File: src/verilog/mips_pkg.sv
`default_nettype none

package mips_pkg;

	// data word and register number
	typedef logic [31:0] word_t;
	typedef logic [4:0] reg_addr_t;

	// major opcode field, bits 31:26
	typedef enum logic [5:0] {
		op_rtype = 6'h00,
		op_beq = 6'h04,
		op_addi = 6'h08
	} opcode_t;

	// alu function select
	typedef enum logic [2:0] {
		alu_add,
		alu_sub,
		alu_and,
		alu_or,
		alu_slt
	} alu_op_t;

	// execute operand source
	// 00 register file, 01 writeback, 10 memory stage
	typedef enum logic [1:0] {
		fwd_none = 2'b00,
		fwd_from_w = 2'b01,
		fwd_from_m = 2'b10
	} fwd_e_t;

	// decode to execute
	typedef struct packed {
		word_t a;
		word_t b;
		word_t imm;
		reg_addr_t rs;
		reg_addr_t rt;
		reg_addr_t dst;
		alu_op_t alu_op;
		logic alu_src_imm;
		logic reg_write;
	} id_ex_t;

	// execute to memory
	typedef struct packed {
		word_t result;
		reg_addr_t dst;
		logic reg_write;
	} ex_mem_t;

	// memory to writeback, same layout
	typedef struct packed {
		word_t result;
		reg_addr_t dst;
		logic reg_write;
	} mem_wb_t;

endpackage

`default_nettype wire

File: src/verilog/alu.sv
`timescale 1ns/1ns
`default_nettype none

module alu (
	input mips_pkg::alu_op_t op,
	input mips_pkg::word_t a,
	input mips_pkg::word_t b,
	output mips_pkg::word_t y
);
	import mips_pkg::*;

	logic lt;

	// signed compare for slt
	always_comb begin
		lt = $signed(a) < $signed(b);
	end

	always_comb begin
		unique case (op)
			alu_add: begin
				y = a + b;
			end
			alu_sub: begin
				y = a - b;
			end
			alu_and: begin
				y = a & b;
			end
			alu_or: begin
				y = a | b;
			end
			alu_slt: begin
				// zero-extended flag
				y = {{31{1'b0}}, lt};
			end
			default: begin
				y = '0;
			end
		endcase
	end

endmodule

`default_nettype wire

File: src/verilog/hazard_unit.sv
`timescale 1ns/1ns
`default_nettype none

module hazard_unit (
	input mips_pkg::reg_addr_t rs_d,
	input mips_pkg::reg_addr_t rt_d,
	input logic branch_d,
	input mips_pkg::reg_addr_t rs_e,
	input mips_pkg::reg_addr_t rt_e,
	input mips_pkg::reg_addr_t writereg_e,
	input logic regwrite_e,
	input mips_pkg::reg_addr_t writereg_m,
	input logic regwrite_m,
	input mips_pkg::reg_addr_t writereg_w,
	input logic regwrite_w,
	output logic fwd_a_d,
	output logic fwd_b_d,
	output mips_pkg::fwd_e_t fwd_a_e,
	output mips_pkg::fwd_e_t fwd_b_e,
	output logic stall_d,
	output logic flush_e
);
	import mips_pkg::*;

	// true when a later stage writes src, r0 excluded
	function automatic logic hits(input reg_addr_t src, input reg_addr_t dst,
			input logic wr);
		return (src != '0) && wr && (src == dst);
	endfunction

	// execute operand source, memory stage wins over writeback
	function automatic fwd_e_t pick_e(input reg_addr_t src);
		fwd_e_t sel;
		sel = fwd_none;
		if (hits(src, writereg_m, regwrite_m)) begin
			sel = fwd_from_m;
		end else if (hits(src, writereg_w, regwrite_w)) begin
			sel = fwd_from_w;
		end
		return sel;
	endfunction

	logic dep_rs_e;
	logic dep_rt_e;

	// beq compare in decode
	// only memory stage needs a path, writeback goes through the reg file bypass
	always_comb begin
		fwd_a_d = hits(rs_d, writereg_m, regwrite_m);
		fwd_b_d = hits(rt_d, writereg_m, regwrite_m);
	end

	// alu operands in execute
	always_comb begin
		fwd_a_e = pick_e(rs_e);
		fwd_b_e = pick_e(rt_e);
	end

	// beq operand still being computed in execute
	// result not available until next cycle
	always_comb begin
		dep_rs_e = hits(rs_d, writereg_e, regwrite_e);
		dep_rt_e = hits(rt_d, writereg_e, regwrite_e);
		stall_d = branch_d && (dep_rs_e || dep_rt_e);
		// bubble into execute while decode holds
		flush_e = stall_d;
	end

endmodule

`default_nettype wire

File: src/verilog/instr_decode.sv
`timescale 1ns/1ns
`default_nettype none

module instr_decode (
	input mips_pkg::word_t instr,
	output mips_pkg::reg_addr_t rs,
	output mips_pkg::reg_addr_t rt,
	output mips_pkg::reg_addr_t rd_dest,
	output mips_pkg::word_t imm,
	output mips_pkg::alu_op_t alu_op,
	output logic alu_src_imm,
	output logic reg_write,
	output logic branch
);
	import mips_pkg::*;

	// r-type function codes
	localparam logic [5:0] FN_ADD = 6'h20;
	localparam logic [5:0] FN_SUB = 6'h22;
	localparam logic [5:0] FN_AND = 6'h24;
	localparam logic [5:0] FN_OR = 6'h25;
	localparam logic [5:0] FN_SLT = 6'h2a;

	logic [5:0] opcode;
	logic [5:0] funct;

	// fixed fields
	always_comb begin
		opcode = instr[31:26];
		funct = instr[5:0];
		rs = instr[25:21];
		rt = instr[20:16];
		imm = {{16{instr[15]}}, instr[15:0]};
	end

	always_comb begin
		// default is a no-write bubble
		rd_dest = instr[15:11];
		alu_op = alu_add;
		alu_src_imm = 1'b0;
		reg_write = 1'b0;
		branch = 1'b0;
		case (opcode)
			op_rtype: begin
				reg_write = 1'b1;
				case (funct)
					FN_ADD: alu_op = alu_add;
					FN_SUB: alu_op = alu_sub;
					FN_AND: alu_op = alu_and;
					FN_OR: alu_op = alu_or;
					FN_SLT: alu_op = alu_slt;
					// unknown funct, drop the write
					default: reg_write = 1'b0;
				endcase
			end
			op_addi: begin
				// i-type writes rt
				rd_dest = instr[20:16];
				alu_src_imm = 1'b1;
				reg_write = 1'b1;
			end
			op_beq: begin
				alu_op = alu_sub;
				branch = 1'b1;
			end
			default: begin
				reg_write = 1'b0;
			end
		endcase
	end

endmodule

`default_nettype wire

File: src/verilog/mips_pipe_top.sv
`timescale 1ns/1ns
`default_nettype none

module mips_pipe_top (
	input logic clk,
	input logic arst_n,
	input logic instr_req,
	input mips_pkg::word_t instr,
	output logic instr_ack,
	output logic br_valid,
	output logic br_taken,
	output logic wb_valid,
	output mips_pkg::reg_addr_t wb_reg,
	output mips_pkg::word_t wb_data
);
	import mips_pkg::*;

	// fetch register
	word_t instr_f;
	logic valid_f;
	logic take_f;

	// decode
	reg_addr_t rs_d, rt_d, dst_d;
	word_t imm_d, rd1_d, rd2_d, cmp_a_d, cmp_b_d;
	alu_op_t alu_op_d;
	logic alu_src_imm_d, reg_write_d, is_beq_d, branch_d;
	logic fwd_a_d, fwd_b_d, stall_d, flush_e;

	// execute, memory, writeback
	id_ex_t id_ex_d, id_ex_q;
	ex_mem_t ex_mem_d, ex_mem_q;
	mem_wb_t mem_wb_d, mem_wb_q;
	logic ex_valid, mem_valid, wb_stage_valid;
	logic regwrite_e, regwrite_m, regwrite_w;
	fwd_e_t fwd_a_e, fwd_b_e;
	word_t src_a_e, src_b_e, alu_b_e, alu_y_e;

	// accept a word when req is up, ack is down and decode can move
	assign take_f = instr_req && !instr_ack && !stall_d;

	always_ff @(posedge clk or negedge arst_n) begin
		if (!arst_n) begin
			instr_ack <= 1'b0;
			valid_f <= 1'b0;
		end else begin
			if (take_f) begin
				instr_ack <= 1'b1;
			end else if (!instr_req) begin
				instr_ack <= 1'b0;
			end
			// empties once decode hands the word to execute
			if (take_f) begin
				valid_f <= 1'b1;
			end else if (!stall_d) begin
				valid_f <= 1'b0;
			end
		end
	end

	always_ff @(posedge clk) begin
		if (take_f) begin
			instr_f <= instr;
		end
	end

	instr_decode u_dec (
		.instr(instr_f), .rs(rs_d), .rt(rt_d), .rd_dest(dst_d), .imm(imm_d),
		.alu_op(alu_op_d), .alu_src_imm(alu_src_imm_d), .reg_write(reg_write_d),
		.branch(is_beq_d)
	);

	reg_file u_rf (
		.clk(clk), .arst_n(arst_n), .ra1(rs_d), .ra2(rt_d),
		.we(regwrite_w), .wa(mem_wb_q.dst), .wd(mem_wb_q.result),
		.rd1(rd1_d), .rd2(rd2_d)
	);

	// stage write enables only count with a valid instruction
	assign branch_d = valid_f && is_beq_d;
	assign regwrite_e = ex_valid && id_ex_q.reg_write;
	assign regwrite_m = mem_valid && ex_mem_q.reg_write;
	assign regwrite_w = wb_stage_valid && mem_wb_q.reg_write;

	hazard_unit u_haz (
		.rs_d(rs_d), .rt_d(rt_d), .branch_d(branch_d),
		.rs_e(id_ex_q.rs), .rt_e(id_ex_q.rt),
		.writereg_e(id_ex_q.dst), .regwrite_e(regwrite_e),
		.writereg_m(ex_mem_q.dst), .regwrite_m(regwrite_m),
		.writereg_w(mem_wb_q.dst), .regwrite_w(regwrite_w),
		.fwd_a_d(fwd_a_d), .fwd_b_d(fwd_b_d), .fwd_a_e(fwd_a_e), .fwd_b_e(fwd_b_e),
		.stall_d(stall_d), .flush_e(flush_e)
	);

	// beq resolved here, memory-stage value forwarded in
	assign cmp_a_d = fwd_a_d ? ex_mem_q.result : rd1_d;
	assign cmp_b_d = fwd_b_d ? ex_mem_q.result : rd2_d;
	assign br_valid = branch_d && !stall_d;
	assign br_taken = (cmp_a_d == cmp_b_d);

	assign id_ex_d = '{a: rd1_d, b: rd2_d, imm: imm_d, rs: rs_d, rt: rt_d, dst: dst_d,
		alu_op: alu_op_d, alu_src_imm: alu_src_imm_d, reg_write: reg_write_d};

	pipe_reg #(.payload_t(id_ex_t)) u_id_ex (
		.clk(clk), .arst_n(arst_n), .hold(1'b0), .flush(flush_e),
		.d_valid(valid_f), .d(id_ex_d), .q_valid(ex_valid), .q(id_ex_q)
	);

	// operand muxes
	always_comb begin
		unique case (fwd_a_e)
			fwd_from_m: src_a_e = ex_mem_q.result;
			fwd_from_w: src_a_e = mem_wb_q.result;
			default: src_a_e = id_ex_q.a;
		endcase
		unique case (fwd_b_e)
			fwd_from_m: src_b_e = ex_mem_q.result;
			fwd_from_w: src_b_e = mem_wb_q.result;
			default: src_b_e = id_ex_q.b;
		endcase
		// addi takes the immediate
		alu_b_e = id_ex_q.alu_src_imm ? id_ex_q.imm : src_b_e;
	end

	alu u_alu (.op(id_ex_q.alu_op), .a(src_a_e), .b(alu_b_e), .y(alu_y_e));

	assign ex_mem_d = '{result: alu_y_e, dst: id_ex_q.dst, reg_write: id_ex_q.reg_write};

	pipe_reg #(.payload_t(ex_mem_t)) u_ex_mem (
		.clk(clk), .arst_n(arst_n), .hold(1'b0), .flush(1'b0),
		.d_valid(ex_valid), .d(ex_mem_d), .q_valid(mem_valid), .q(ex_mem_q)
	);

	// no data memory, result passes straight on
	assign mem_wb_d = '{result: ex_mem_q.result, dst: ex_mem_q.dst,
		reg_write: ex_mem_q.reg_write};

	pipe_reg #(.payload_t(mem_wb_t)) u_mem_wb (
		.clk(clk), .arst_n(arst_n), .hold(1'b0), .flush(1'b0),
		.d_valid(mem_valid), .d(mem_wb_d), .q_valid(wb_stage_valid), .q(mem_wb_q)
	);

	// retire, r0 writes stay silent
	assign wb_valid = regwrite_w && (mem_wb_q.dst != '0);
	assign wb_reg = mem_wb_q.dst;
	assign wb_data = mem_wb_q.result;

	// a stall bubbles execute and clears itself the next cycle
	a_stall_bubble: assert property (@(posedge clk) disable iff (!arst_n)
		stall_d |=> (!ex_valid && !stall_d));

endmodule

`default_nettype wire

File: src/verilog/pipe_reg.sv
`timescale 1ns/1ns
`default_nettype none

module pipe_reg #(
	parameter type payload_t = logic
) (
	input logic clk,
	input logic arst_n,
	input logic hold,
	input logic flush,
	input logic d_valid,
	input payload_t d,
	output logic q_valid,
	output payload_t q
);

	// stage occupancy
	always_ff @(posedge clk or negedge arst_n) begin
		if (!arst_n) begin
			q_valid <= 1'b0;
		end else if (flush) begin
			q_valid <= 1'b0;
		end else if (!hold) begin
			q_valid <= d_valid;
		end
	end

	// payload only meaningful with q_valid
	always_ff @(posedge clk) begin
		if (!hold) begin
			q <= d;
		end
	end

	// parent must never hold and bubble the same stage
	a_hold_flush: assert property (@(posedge clk) disable iff (!arst_n) !(hold && flush));

endmodule

`default_nettype wire

File: src/verilog/reg_file.sv
`timescale 1ns/1ns
`default_nettype none

module reg_file (
	input logic clk,
	input logic arst_n,
	input mips_pkg::reg_addr_t ra1,
	input mips_pkg::reg_addr_t ra2,
	input logic we,
	input mips_pkg::reg_addr_t wa,
	input mips_pkg::word_t wd,
	output mips_pkg::word_t rd1,
	output mips_pkg::word_t rd2
);
	import mips_pkg::*;

	// entry 0 never written
	word_t regs [32];

	always_ff @(posedge clk or negedge arst_n) begin
		if (!arst_n) begin
			for (int i = 0; i < 32; i++) begin
				regs[i] <= '0;
			end
		end else if (we && (wa != '0)) begin
			regs[wa] <= wd;
		end
	end

	// write-through so decode sees the writeback value this cycle
	always_comb begin
		if (ra1 == '0) begin
			rd1 = '0;
		end else if (we && (wa == ra1)) begin
			rd1 = wd;
		end else begin
			rd1 = regs[ra1];
		end
		if (ra2 == '0) begin
			rd2 = '0;
		end else if (we && (wa == ra2)) begin
			rd2 = wd;
		end else begin
			rd2 = regs[ra2];
		end
	end

endmodule

`default_nettype wire
File: config.mk
export PLATFORM = sky130hd
export DESIGN_NAME = mips_pipe_top
export DESIGN_NICKNAME = d
export VERILOG_FILES = /design/src/verilog/mips_pkg.sv /design/src/verilog/alu.sv /design/src/verilog/hazard_unit.sv /design/src/verilog/instr_decode.sv /design/src/verilog/mips_pipe_top.sv /design/src/verilog/pipe_reg.sv /design/src/verilog/reg_file.sv
export SDC_FILE = /design/constraint.sdc
export NUM_CORES = 2
export LEC_CHECK = 0
export ABC_AREA = 1
export BUFFER_PORTS_ARGS = -buffer_cell sky130_fd_sc_hd__buf_2
export CAP_MARGIN = 10
export CORE_MARGIN = 2
export CORE_UTILIZATION = 40
export DETAILED_ROUTE_END_ITERATION = 10
export PLACE_DENSITY = 0.56
export RECOVER_POWER = 50
export SLEW_MARGIN = 20
export SYNTH_ARGS = -nofsm -noshare
export SYNTH_HDL_FRONTEND = slang
export SYNTH_SLANG_ARGS = --single-unit
File: constraint.sdc
create_clock -name clk -period 7.6 [get_ports clk]
set_clock_uncertainty 0.05 [all_clocks]
set_input_delay 0 -clock clk [delete_from_list [all_inputs] [get_ports clk]]
set_output_delay 0 -clock clk [all_outputs]
set_load 0.05 [all_outputs]
==> results.json <==
{
  "worstPathMaxFanout": 56,
  "vias_per_cell": 5.73,
  "period_share_pct": 91.7,
  "hold_viol": 0,
  "yosysTopAreaCell": "dfrtp_1",
  "crit_top_cell": "nand2_1",
  "clk_pin_slew_ns": 0.06,
  "synth_cells": 10431,
  "cts_tree": "done",
  "failed_checks": "capacitance limit, slew limit",
  "vias": 71356,
  "synth_area_um2": 72800,
  "rows": 156,
  "dieHeight_um": 431,
  "initial_utilization_pct": 40.3,
  "slew_violations": 1019,
  "endpoint_kind": "output pin",
  "ios": 76,
  "clock-sinks": 1237,
  "setup_viol": 0,
  "cts_buffers": 147,
  "grt_max_degree": 192,
  "slowest_stage": "clkbuf_1",
  "clk_latency_ns": 0.80,
  "synth_top_area_share_pct": 35.3,
  "cpPeakStageDelay_ns": 1.94,
  "finalNetCount": 10105,
  "die_area_um2": 186000,
  "ys_top_cells_by_area": "dfrtp_1 (35%), nand2_1 (16%), nand3_1 (9.1%)",
  "wl_um": 296000,
  "core_area_um2": 181000,
  "ys.flop_type": "dfrtp_1",
  "critPathRequiredTime_ns": 7.55,
  "slew_headroom_pct": -273,
  "synth-seq-cells": 1237,
  "hold_path_class": "flip-flop to flip-flop",
  "syn-mean-instance-area_um2": 6.98,
  "overflow": 0,
  "postRouteAntennaNets": 0,
  "drv_cap": 17,
  "drc": 0,
  "holdPathStages": 0,
  "portBuffers": 75,
  "grt_pass1_wl_um": 443000,
  "cts_max_path_buffers": 3,
  "synthToLayoutAreaGrowth_pct": 8.88,
  "dr.pass1.iters": 8,
  "start_kind": "flip-flop",
  "syn_nets": 10564,
  "yosysSeqAreaShare_pct": 41.5,
  "place_area_um2": 73900,
  "crit_chain": "clkbuf_1, xnor2_1, o211ai_1, nor4_1, nand2_2, buf_4, clkinv_2, nand2_1, nand2_1, nand2_1, nand2_1, nor2_1, nand2_1, nor2_1, nand2_1, nor2_1, buf_2",
  "place_congestion": 0.931,
  "critical_path_class": "flip-flop to output pin",
  "synth_cell_types": 48,
  "outcome": "complete, but fails checks",
  "gr-usage-all-layers_pct": 31.4,
  "rsz0062_at_grt": "false",
  "yosysWarningCount": 0,
  "cts-root-buf": "clkbuf_16",
  "die_width_um": 431,
  "post-route-min-period_ns": 6.97,
  "routedWlPerCell_um": 23.8,
  "cp.arrival_ns": 6.92,
  "tightest_slew_ns": 5.60,
  "final_area_um2": 79300,
  "synth_edf_count": 32,
  "nFillCells": 18578,
  "htree_levels": 4,
  "drive_gt1_share_pct": 5.24,
  "leakage_nw": 37.5,
  "synth-async-reset-ratio_pct": 83.2,
  "antenna_found_initial": 9,
  "hpwl_um": 167000,
  "max_freq_ghz": 0.143,
  "grt_pass1_vias": 67443,
  "ff2ff_path_depth": 20,
  "drt_iter0_drc": 8411,
  "tns_ns": 0,
  "power_density_nw_per_um2": 245,
  "max-vdd-ir-drop_uv": 190
}
## cells in the final DEF, fill, tap and decap left out, types with 10 or more instances in the layout
master / instances
nand3_1: 1312
o221ai_1: 20
dlygate4sd3_1: 68
buf_2: 35
inv_1: 1045
xnor2_1: 10
o21ai_0: 1221
buf_12: 18
ha_1: 96
clkbuf_16: 151
clkbuf_1: 80
dfxtp_1: 176
dfrtp_1: 1029
clkbuf_8: 36
bufinv_16: 10
nor4_1: 12
clkinv_2: 22
o21ai_1: 14
a21oi_1: 323
o2111ai_1: 26
a221oi_1: 35
nand3_4: 12
nand2_4: 12
xor2_1: 19
inv_2: 13
nor3_1: 18
nand2_1: 3091
o211ai_1: 494
buf_4: 108
edfxtp_1: 32
nor2_1: 361
or2_2: 77
## critical path, delay by kind of cell (launching register included)
| kind | cells | cell delay [ns] |
|---|---|---|
| compound gates | 1 | 0.21 |
| simple gates | 11 | 1.46 |
| xor+xnor | 1 | 0.14 |
| buf+inv | 4 | 3.81 |
| flops | 1 | 0.40 |
## power by group
| part | internal [mW] | total, mW | switching (mW) |
|---|---|---|---|
| sequential | 6.91 | 7.39 | 0.479 |
| clock | 4.34 | 7.39 | 3.05 |
| combinational | 1.05 | 4.62 | 3.57 |
## Yosys cell counts, types with 20 or more instances
master and number:
buf_1 58, clkbuf_1 451, o21ai_0 1221, a21oi_1 324, nor2_1 363, a221oi_1 35
nand2_1 3105, nand3_1 1325, dfrtp_1 1029, buf_4 53, or2_2 77, inv_1 1052
o211ai_1 494, edfxtp_1 32, ha_1 96, nor3_1 21, buf_2 310, dfxtp_1 176
o2111ai_1 26, o221ai_1 20
## logic make-up (layout without fill, tap and decap cells)
kind of cell               Yosys count  in the layout  share of synthesized area [%]
AOI/OAI and AO/OA                 2180           2180                           17.2
xor gates and xnor gates            29             29                          0.349
adders and majority gates           98             98                           1.70
buffers and inverters             1964           1620                           11.1
DFF                               1237           1237                           41.5
other                                0              2                              0
and+or+nand+nor                   4923           4923                           28.1
## sequential cells by signal, summed over array words and instances, names as in the netlist
register,flops
u_mem_wb.q_valid,1
instr_ack,1
valid_f,1
u_id_ex.q_valid,1
u_mem_wb.q,38
u_id_ex.q,100
instr_f,32
u_ex_mem.q,38
u_rf.regs,1024
u_ex_mem.q_valid,1
## through the flow
step / hold slack [ns] / setup WS [ns] / cells / total power, mW / utilization [%]
2_1_floorplan: -0.346 / 3.67 / 10431 / 10.3 / -
3_3_place_gp: 0.0362 / 1.53 / 12124 / 12.1 / 40.8
3_5_place_dp: 0.0163 / 1.56 / 12124 / 12.1 / 40.8
4_1_cts: 0.297 / 1.52 / 12457 / 19.5 / 44.0
5_1_grt: 0.303 / 0.525 / 12458 / 20.2 / 43.8
6_report: 0.302 / 0.629 / 12459 / 19.4 / 43.8
## final timing paths
kind	start	endpoint	slack, ns
min	u_ex_mem.q[0]	u_mem_wb.q[0]	0.30
max in group asynchronous	arst_n	u_rf.regs[274]	1.49
min reg2reg	u_ex_mem.q[0]	u_mem_wb.q[0]	0.30
max reg2reg	u_mem_wb.q[4]	u_ex_mem.q[35]	1.38
max	instr_f[25]	br_taken	0.63
min in group asynchronous	arst_n	u_rf.regs[892]	1.22
## layout make-up
class / instances / area (µm²) / share of cell area (%)
tap: 2370 / 2970 / 3.74
sequential: 1237 / 30200 / 38.1
clock inverter: 47 / 589 / 0.743
multi-input combinational: 7230 / 34800 / 43.9
antenna: 2 / 5.00 / 0.00631
timing repair buffer: 284 / 2260 / 2.86
clock buffer: 217 / 4390 / 5.53
inverter: 1072 / 4060 / 5.12
## metal layers
metal | GRT usage, % | routed length (µm) | share of wire, % | vias up
li1 | - | - | - | 33116
met1 | 42.1 | 125000 | 42 | 34380
met2 | 50.2 | 134000 | 45 | 3239
met3 | 4.87 | 23500 | 7.9 | 619
met4 | 13.6 | 14000 | 4.7 | 2
met5 | 0 | 13 | 0.0044 | -
## what timing repair did
action,4_1_cts,5_1_grt
endpoints found under the hold margin,602,0
hold buffers,69,0
gates resized for setup,0,0
buffers inserted,0,0
(Power assumes the default switching activity.)
